## config.mk

```make
export PLATFORM = sky130hd
export DESIGN_NAME = keypad_ctrl_top
export DESIGN_NICKNAME = d
export VERILOG_FILES = /design/src/design/keypad_pkg.sv /design/src/design/key_apb_regs.sv /design/src/design/key_debounce.sv /design/src/design/key_decode.sv /design/src/design/keypad_ctrl_top.sv /design/src/design/keypad_scan.sv
export VERILOG_INCLUDE_DIRS = /design/src /design/src/design
export SDC_FILE = /design/constraint.sdc
export NUM_CORES = 1
export LEC_CHECK = 0
export BUFFER_PORTS_ARGS = -buffer_cell sky130_fd_sc_hd__buf_2
export CAP_MARGIN = 10
export CORE_MARGIN = 2
export CORE_UTILIZATION = 55
export DETAILED_ROUTE_END_ITERATION = 8
export HOLD_SLACK_MARGIN = 0.1
export PLACE_DENSITY = 0.82
export SLEW_MARGIN = 5
export SYNTH_ARGS = -nofsm -noshare
export SYNTH_HDL_FRONTEND = slang
export SYNTH_SLANG_ARGS = --single-unit
```

## constraint.sdc

```tcl
create_clock -name clk -period 3.95 [get_ports clk]
set_input_delay 0.1975 -clock clk [delete_from_list [all_inputs] [get_ports clk]]
set_output_delay 0.1975 -clock clk [all_outputs]
set_load 0.005 [all_outputs]
```

## src/design/keypad_settings.svh

```systemverilog
`ifndef KEYPAD_SETTINGS_SVH
`define KEYPAD_SETTINGS_SVH

// cycles each column stays driven low
`define KP_SCAN_TICKS 16
// cycles from a column change to its row sample, below KP_SCAN_TICKS
`define KP_SETTLE_TICKS 4
// equal scans in a row before a press is accepted
`define KP_DEBOUNCE_SCANS 3
// event FIFO entries
`define KP_FIFO_DEPTH 4

`endif

```

## src/design/keypad_pkg.sv

```systemverilog
`default_nettype none

package keypad_pkg;

    // hex value of one key, layout 1 2 3 A / 4 5 6 B / 7 8 9 C / 0 F E D
    typedef logic [3:0] key_code_t;

    // column currently driven low
    typedef logic [1:0] col_idx_t;

    // byte offset inside the register block
    typedef logic [3:0] apb_addr_t;

    localparam apb_addr_t REG_CTRL   = 4'h0;  // enable, irq enable
    localparam apb_addr_t REG_STATUS = 4'h4;  // fifo count, overflow
    localparam apb_addr_t REG_DATA   = 4'h8;  // key code, pops on read

endpackage

`default_nettype wire

```

## src/design/key_apb_regs.sv

```systemverilog
`default_nettype none
`include "keypad_settings.svh"

module key_apb_regs
    import keypad_pkg::*;
(
    input  logic        clk,
    input  logic        rst,
    input  apb_addr_t   paddr,
    input  logic        psel,
    input  logic        penable,
    input  logic        pwrite,
    input  logic [31:0] pwdata,
    output logic [31:0] prdata,
    output logic        pready,
    output logic        pslverr,
    input  logic        press,
    input  key_code_t   press_code,
    output logic        enable,
    output logic        irq
);

    localparam int DEPTH = `KP_FIFO_DEPTH;
    localparam int PTR_W = $clog2(DEPTH);
    localparam int CNT_W = $clog2(DEPTH + 1);
    localparam logic [PTR_W-1:0] LAST_PTR = PTR_W'(DEPTH - 1);
    localparam logic [CNT_W-1:0] FULL_CNT = CNT_W'(DEPTH);

    key_code_t        fifo_mem [DEPTH];
    logic [PTR_W-1:0] wr_ptr;
    logic [PTR_W-1:0] rd_ptr;
    logic [CNT_W-1:0] count;
    logic             irq_en;
    logic             overflow;   // sticky, cleared by writing 1
    logic             access;
    logic             mapped;
    logic             empty;
    logic             pop;
    logic             push;

    assign access = psel && penable;
    assign mapped = (paddr == REG_CTRL) || (paddr == REG_STATUS) || (paddr == REG_DATA);
    assign empty  = (count == '0);
    assign pop    = access && !pwrite && (paddr == REG_DATA) && !empty;
    assign push   = press && ((count != FULL_CNT) || pop);  // a full FIFO drops it

    assign pready  = 1'b1;  // no wait states
    assign pslverr = access && !mapped;
    assign irq     = irq_en && !empty;

    always_comb
    begin
        case (paddr)
            REG_CTRL:   prdata = {30'd0, irq_en, enable};
            REG_STATUS: prdata = 32'(count) | {23'd0, overflow, 8'd0};
            REG_DATA:   prdata = {23'd0, !empty, 4'd0, empty ? 4'h0 : fifo_mem[rd_ptr]};
            default:    prdata = 32'd0;
        endcase
    end

    always_ff @(posedge clk or posedge rst)
    begin
        if (rst)
        begin
            enable   <= 1'b0;
            irq_en   <= 1'b0;
            overflow <= 1'b0;
            wr_ptr   <= '0;
            rd_ptr   <= '0;
            count    <= '0;
        end
        else
        begin
            if (access && pwrite && (paddr == REG_CTRL))
            begin
                enable <= pwdata[0];
                irq_en <= pwdata[1];
            end
            if (access && pwrite && (paddr == REG_STATUS) && pwdata[8])
            begin
                overflow <= 1'b0;
            end
            if (press && !push)
            begin
                overflow <= 1'b1;  // a new drop wins over the clear
            end
            if (push)
            begin
                wr_ptr <= (wr_ptr == LAST_PTR) ? '0 : wr_ptr + 1'b1;
            end
            if (pop)
            begin
                rd_ptr <= (rd_ptr == LAST_PTR) ? '0 : rd_ptr + 1'b1;
            end
            if (push && !pop)
            begin
                count <= count + 1'b1;
            end
            else if (pop && !push)
            begin
                count <= count - 1'b1;
            end
        end
    end

    always_ff @(posedge clk)
    begin
        if (push)
        begin
            fifo_mem[wr_ptr] <= press_code;
        end
    end

    count_bound: assert property (
        @(posedge clk) disable iff (rst)
        count <= FULL_CNT
    );

endmodule

`default_nettype wire

```

## src/design/key_debounce.sv

```systemverilog
`default_nettype none
`include "keypad_settings.svh"

module key_debounce
    import keypad_pkg::*;
(
    input  logic      clk,
    input  logic      rst,
    input  logic      enable,
    input  logic      scan_done,
    input  logic      scan_valid,
    input  key_code_t scan_code,
    output logic      press,
    output key_code_t press_code
);

    localparam int CNT_W = $clog2(`KP_DEBOUNCE_SCANS + 1);
    localparam logic [CNT_W-1:0] CNT_MAX = CNT_W'(`KP_DEBOUNCE_SCANS);

    key_code_t        last_code;
    logic [CNT_W-1:0] stable_cnt;  // equal valid scans so far
    logic [CNT_W-1:0] cnt_next;
    logic             reported;    // press already sent for this hold
    logic             same_code;

    always_comb
    begin
        same_code = scan_valid && (stable_cnt != '0) && (scan_code == last_code);
        if (!scan_valid)
        begin
            cnt_next = '0;  // no key, re-arm
        end
        else if (!same_code)
        begin
            cnt_next = CNT_W'(1);
        end
        else if (stable_cnt == CNT_MAX)
        begin
            cnt_next = CNT_MAX;
        end
        else
        begin
            cnt_next = stable_cnt + 1'b1;
        end
    end

    assign press = enable && scan_done && (cnt_next == CNT_MAX) && !(reported && same_code);
    assign press_code = scan_code;

    always_ff @(posedge clk or posedge rst)
    begin
        if (rst)
        begin
            stable_cnt <= '0;
            reported   <= 1'b0;
        end
        else if (!enable)
        begin
            stable_cnt <= '0;
            reported   <= 1'b0;
        end
        else if (scan_done)
        begin
            stable_cnt <= cnt_next;
            reported   <= press || (reported && same_code);
        end
    end

    always_ff @(posedge clk)
    begin
        if (scan_done && scan_valid)
        begin
            last_code <= scan_code;
        end
    end

    // the scan before a press already showed the same valid code
    press_after_repeat: assert property (
        @(posedge clk) disable iff (rst)
        press |-> ($past(scan_valid) && ($past(scan_code) == scan_code))
    );

endmodule

`default_nettype wire

```

## src/design/key_decode.sv

```systemverilog
`default_nettype none

module key_decode
    import keypad_pkg::*;
(
    input  logic       clk,
    input  logic       rst,
    input  logic       sample,
    input  col_idx_t   col_idx,
    input  logic [3:0] row,
    output logic       scan_done,
    output key_code_t  scan_code,
    output logic       scan_valid
);

    // indexed by {row, column}
    localparam key_code_t KEY_MAP [16] = '{
        4'h1, 4'h2, 4'h3, 4'hA,
        4'h4, 4'h5, 4'h6, 4'hB,
        4'h7, 4'h8, 4'h9, 4'hC,
        4'h0, 4'hF, 4'hE, 4'hD
    };

    logic [2:0] low_cnt;    // rows low in this sample
    logic [1:0] row_sel;
    logic [1:0] hits;       // saturates at 2, anything above 1 is rollover
    logic [2:0] hits_sum;
    logic [1:0] hits_next;
    key_code_t  code_now;
    key_code_t  code_acc;   // code seen earlier in this scan

    always_comb
    begin
        low_cnt = 3'd0;
        row_sel = 2'd0;
        for (int i = 0; i < 4; i++)
        begin
            if (!row[i])
            begin
                low_cnt = low_cnt + 3'd1;
                row_sel = 2'(3 - i);  // row[3] is the top row
            end
        end
    end

    assign code_now  = KEY_MAP[{row_sel, col_idx}];
    assign hits_sum  = {1'b0, hits} + low_cnt;
    assign hits_next = (hits_sum > 3'd2) ? 2'd2 : hits_sum[1:0];

    always_ff @(posedge clk or posedge rst)
    begin
        if (rst)
        begin
            hits       <= 2'd0;
            scan_done  <= 1'b0;
            scan_valid <= 1'b0;
        end
        else
        begin
            scan_done <= 1'b0;
            if (sample)
            begin
                if (col_idx == 2'd3)
                begin
                    scan_done  <= 1'b1;
                    scan_valid <= (hits_next == 2'd1);
                    hits       <= 2'd0;
                end
                else
                begin
                    hits <= hits_next;
                end
            end
        end
    end

    always_ff @(posedge clk)
    begin
        if (sample && (low_cnt == 3'd1))
        begin
            code_acc <= code_now;
        end
        if (sample && (col_idx == 2'd3))
        begin
            scan_code <= (low_cnt == 3'd1) ? code_now : code_acc;
        end
    end

endmodule

`default_nettype wire

```

## src/design/keypad_ctrl_top.sv

```systemverilog
`default_nettype none

module keypad_ctrl_top
    import keypad_pkg::*;
(
    input  logic        clk,
    input  logic        rst,
    input  apb_addr_t   paddr,
    input  logic        psel,
    input  logic        penable,
    input  logic        pwrite,
    input  logic [31:0] pwdata,
    output logic [31:0] prdata,
    output logic        pready,
    output logic        pslverr,
    output logic [3:0]  col,
    input  logic [3:0]  row,
    output logic        irq
);

    logic      enable;
    logic      sample;
    col_idx_t  col_idx;
    logic      scan_done;
    key_code_t scan_code;
    logic      scan_valid;
    logic      press;
    key_code_t press_code;

    keypad_scan keypad_scan_i (
        .clk     (clk),
        .rst     (rst),
        .enable  (enable),
        .row     (row),
        .col     (col),
        .col_idx (col_idx),
        .sample  (sample)
    );

    key_decode key_decode_i (
        .clk        (clk),
        .rst        (rst),
        .sample     (sample),
        .col_idx    (col_idx),
        .row        (row),
        .scan_done  (scan_done),
        .scan_code  (scan_code),
        .scan_valid (scan_valid)
    );

    key_debounce key_debounce_i (
        .clk        (clk),
        .rst        (rst),
        .enable     (enable),
        .scan_done  (scan_done),
        .scan_valid (scan_valid),
        .scan_code  (scan_code),
        .press      (press),
        .press_code (press_code)
    );

    key_apb_regs key_apb_regs_i (
        .clk        (clk),
        .rst        (rst),
        .paddr      (paddr),
        .psel       (psel),
        .penable    (penable),
        .pwrite     (pwrite),
        .pwdata     (pwdata),
        .prdata     (prdata),
        .pready     (pready),
        .pslverr    (pslverr),
        .press      (press),
        .press_code (press_code),
        .enable     (enable),
        .irq        (irq)
    );

endmodule

`default_nettype wire

```

## src/design/keypad_scan.sv

```systemverilog
`default_nettype none
`include "keypad_settings.svh"

module keypad_scan
    import keypad_pkg::*;
(
    input  logic       clk,
    input  logic       rst,
    input  logic       enable,
    input  logic [3:0] row,
    output logic [3:0] col,
    output col_idx_t   col_idx,
    output logic       sample
);

    localparam int TICK_W = $clog2(`KP_SCAN_TICKS);
    localparam logic [TICK_W-1:0] LAST_TICK   = TICK_W'(`KP_SCAN_TICKS - 1);
    localparam logic [TICK_W-1:0] SETTLE_TICK = TICK_W'(`KP_SETTLE_TICKS);

    logic [TICK_W-1:0] tick_cnt;  // position inside the current column

    always_ff @(posedge clk or posedge rst)
    begin
        if (rst)
        begin
            tick_cnt <= '0;
            col_idx  <= '0;
        end
        else if (!enable)
        begin
            tick_cnt <= '0;  // next scan starts at column 0
            col_idx  <= '0;
        end
        else if (tick_cnt == LAST_TICK)
        begin
            tick_cnt <= '0;
            col_idx  <= col_idx + 2'd1;  // wraps after the fourth column
        end
        else
        begin
            tick_cnt <= tick_cnt + 1'b1;
        end
    end

    always_comb
    begin
        if (!enable)
        begin
            col = 4'b1111;
        end
        else
        begin
            case (col_idx)
                2'd0:    col = 4'b0111;
                2'd1:    col = 4'b1011;
                2'd2:    col = 4'b1101;
                default: col = 4'b1110;
            endcase
        end
    end

    // rows have settled by now
    assign sample = enable && (tick_cnt == SETTLE_TICK);

    // the driven column only steps on to the next one in scan order
    col_in_order: assert property (
        @(posedge clk) disable iff (rst)
        (enable && $past(enable) && (col != $past(col)))
            |-> (col == {$past(col[0]), $past(col[3:1])})
    );

    // rows float high one cycle after no column is driven
    rows_idle: assert property (
        @(posedge clk) disable iff (rst)
        (col == 4'b1111) |=> (row == 4'b1111)
    );

endmodule

`default_nettype wire

```

==> qor.csv <==
metric,value,unit
worst rel slew slack,38.4,%
reg2reg end,key_apb_regs_i.count[2],
initial antenna violation count,0,
Worst-path clk slew,0.10,ns
Final min period,2.47,ns
fillers,432,
Max Buffers Root-to-Sink,2,
Iter 0 DRT Violations,78,
WL per Instance,12.8,um
critical path class,reg2reg,
CTS tree,yes,
Critical R2R Launch,key_decode_i.scan_code[3],
critical path startpoint category,flip-flop,
cells after synthesis,253,
Syn Std Cell Area,0.00299,mm^2
clock sink total,51,
Final Cycle Share,62.5,%
Hold Crit Class,in2async,
drt drc,0,
Rows,26,
Diodes inserted,0,
share of layout cells above drive strength 1,22.1,%
Starting Density,57.8,%
Root Driver,clkbuf_8,
H-tree level count,2,
vias per cell,5.07,
post-synthesis sequential area ratio,47.4,%
largest net degree at the start of global routing,24,
worst-path fanout max,6,
Max-Cap Viols,0,
Register-to-Register Path Depth,9,
Post-CTS Setup Inserts,0,
Skew-Pair Late Insertion Delay,0.31,ns
worst endpoint required time,4.19,ns
Synth Flop Type,edfxtp_1,
CTS buffer count,5,
Post-synth EDFFs,28,
vias in the first global route,1687,
critical path endpoint category,flip-flop,
post-synth top area share,28.1,%
Cell variety after synth,46,
Leak,1.38,nW
synthesized area per cell,11.8,um^2
Nets,346,
Setup Viol. Count Final,0,
Fin Clk Skew,0.00617,ns
first-pass GRT wire length,7600,um
CORE AREA,0.00517,mm^2
critical path arrival,2.70,ns
final WL,4500,um
power density cells,330,mW/mm^2
post-CTS resize count,0,
fraction of registers with async set/reset,45.1,%
GPL Wtd Cong,0.781,
Synth area leaders,"edfxtp_1, dfrtp_1, ha_1",
Die ar.,0.00604,mm^2
CTS Hold Bufs,0,
Util after Layout,61.6,%
Vias,1778,
GR Util All Layers,16.2,%
Fmax,0.405,GHz
hpwl dp,3500,um
ANT nets after route,0,
measured slew at the worst slew-check pin,0.923,ns
RSZ-0062 raised after global routing,no,
Post-synth top cells,"buf_4, edfxtp_1, dfrtp_1",
Yosys reg bits,51,
Area Overhead vs Synth,6.62,%
top-count cell post-synth,buf_4,
hold_ws,0.0765,ns
total gr overflow,0,
I/O Buffers,26,
Final Max Tran Viols,0,
Chip Width,77.7,um
I/O pins,84,
FF-to-FF setup slack,1.48,ns
aggregate negative setup slack,0,ns
"area leader, netlist",edfxtp_1,
Worst VDD drop,211,uV
die height,77.7,um
Initial DRT Pass Iterations,4,
Synth Warn #,0,
status,"complete, no violations",
Fin. Hold Viols,0,
[worst max-delay path by stage]
stage / startpoint / endpoint / slack (ns) / cells after the start
3_5_place_dp: paddr[1] / key_apb_regs_i.count[2] / 1.18 / 10
5_1_grt: key_apb_regs_i.enable / key_apb_regs_i.count[2] / 1.33 / 8
4_1_cts: key_apb_regs_i.enable / key_apb_regs_i.count[2] / 1.44 / 8
6_report: key_decode_i.scan_code[3] / key_apb_regs_i.count[2] / 1.48 / 9
3_3_place_gp: paddr[1] / key_apb_regs_i.count[2] / 1.25 / 10
2_1_floorplan: paddr[2] / key_apb_regs_i.count[2] / 1.44 / 11
[state kept, by name, summed over array words and instances, names as in the netlist]
signal	count
key_apb_regs_i.count	3
key_apb_regs_i.enable	1
key_apb_regs_i.fifo_mem	16
key_apb_regs_i.irq_en	1
key_apb_regs_i.overflow	1
key_apb_regs_i.rd_ptr	2
key_apb_regs_i.wr_ptr	2
key_debounce_i.last_code	4
key_debounce_i.reported	1
key_debounce_i.stable_cnt	2
key_decode_i.code_acc	4
key_decode_i.hits	2
key_decode_i.scan_code	4
key_decode_i.scan_done	1
key_decode_i.scan_valid	1
keypad_scan_i.col_idx	2
keypad_scan_i.tick_cnt	4
[layout by cell type, fill, tap and decap left out, types with 4 or more instances in the layout]
cell / instances
and2_2: 5
dfrtp_1: 23
nor2_1: 9
xor2_1: 4
inv_1: 20
nand2_1: 13
nand2b_1: 8
clkbuf_8: 5
nor2b_1: 9
o21ai_0: 6
nand3_1: 7
and2_1: 5
mux4_2: 5
ha_1: 19
conb_1: 28
xnor2_1: 9
edfxtp_1: 28
buf_2: 26
mux2_2: 10
[per-layer routing]
metal	vias to the layer above	share of wire [%]	wire length (um)	track usage, %
met5	-	0	0	0
met4	0	2.1	93	7.50
met3	7	3.7	168	3.72
met2	36	51	2290	28.5
met1	870	43	1950	18.7
li1	865	-	-	-
[critical path: stages, from the launching register on]
cell and delay (ns):
edfxtp_1 0.50, xnor2_1 0.20, nand3_1 0.16, nor4bb_1 0.43
ha_1 0.26, inv_1 0.06, fa_1 0.37, xor2_1 0.15
nor2_1 0.12, xor2_1 0.15
[power breakdown]
group / switching [mW] / total [mW] / internal, mW
logic: 0.0561 / 0.103 / 0.0468
clock network: 0.180 / 0.372 / 0.192
registers: 0.0114 / 0.576 / 0.564
[through the flow]
| step | worst slack [ns] | area [um^2] | std cells | total power, mW |
|---|---|---|---|---|
| after floorplan | 1.44 | 3090 | 279 | 0.680 |
| after global placement | 1.25 | 3070 | 343 | 0.685 |
| after detailed placement | 1.18 | 3070 | 343 | 0.692 |
| after CTS | 1.44 | 3190 | 351 | 1.06 |
| after global routing | 1.33 | 3190 | 351 | 1.10 |
| final | 1.48 | 3190 | 351 | 1.05 |
[final cells by class]
type / count / area [um^2] / area share, %
clock buffers: 5 / 68.8 / 2.16
clock inverters: 3 / 47.5 / 1.49
inverters: 20 / 75.1 / 2.36
multi-input cells: 175 / 1350 / 42.5
flip-flops and latches: 51 / 1420 / 44.5
well taps: 70 / 87.6 / 2.75
repair buffers: 27 / 138 / 4.32
[cell families (layout without fill, tap and decap cells)]
logic type | Yosys count | after routing | share of synthesized area, %
flops | 51 | 51 | 47.4
buf+inv | 53 | 55 | 10.6
fa+ha+maj | 21 | 21 | 9.30
other cells | 2 | 28 | 0.251
compound gates | 23 | 23 | 5.49
mux | 20 | 20 | 9.55
xor+xnor | 13 | 13 | 3.81
simple gates | 70 | 70 | 13.6
Note: power is estimated with default switching activity, not from simulation.
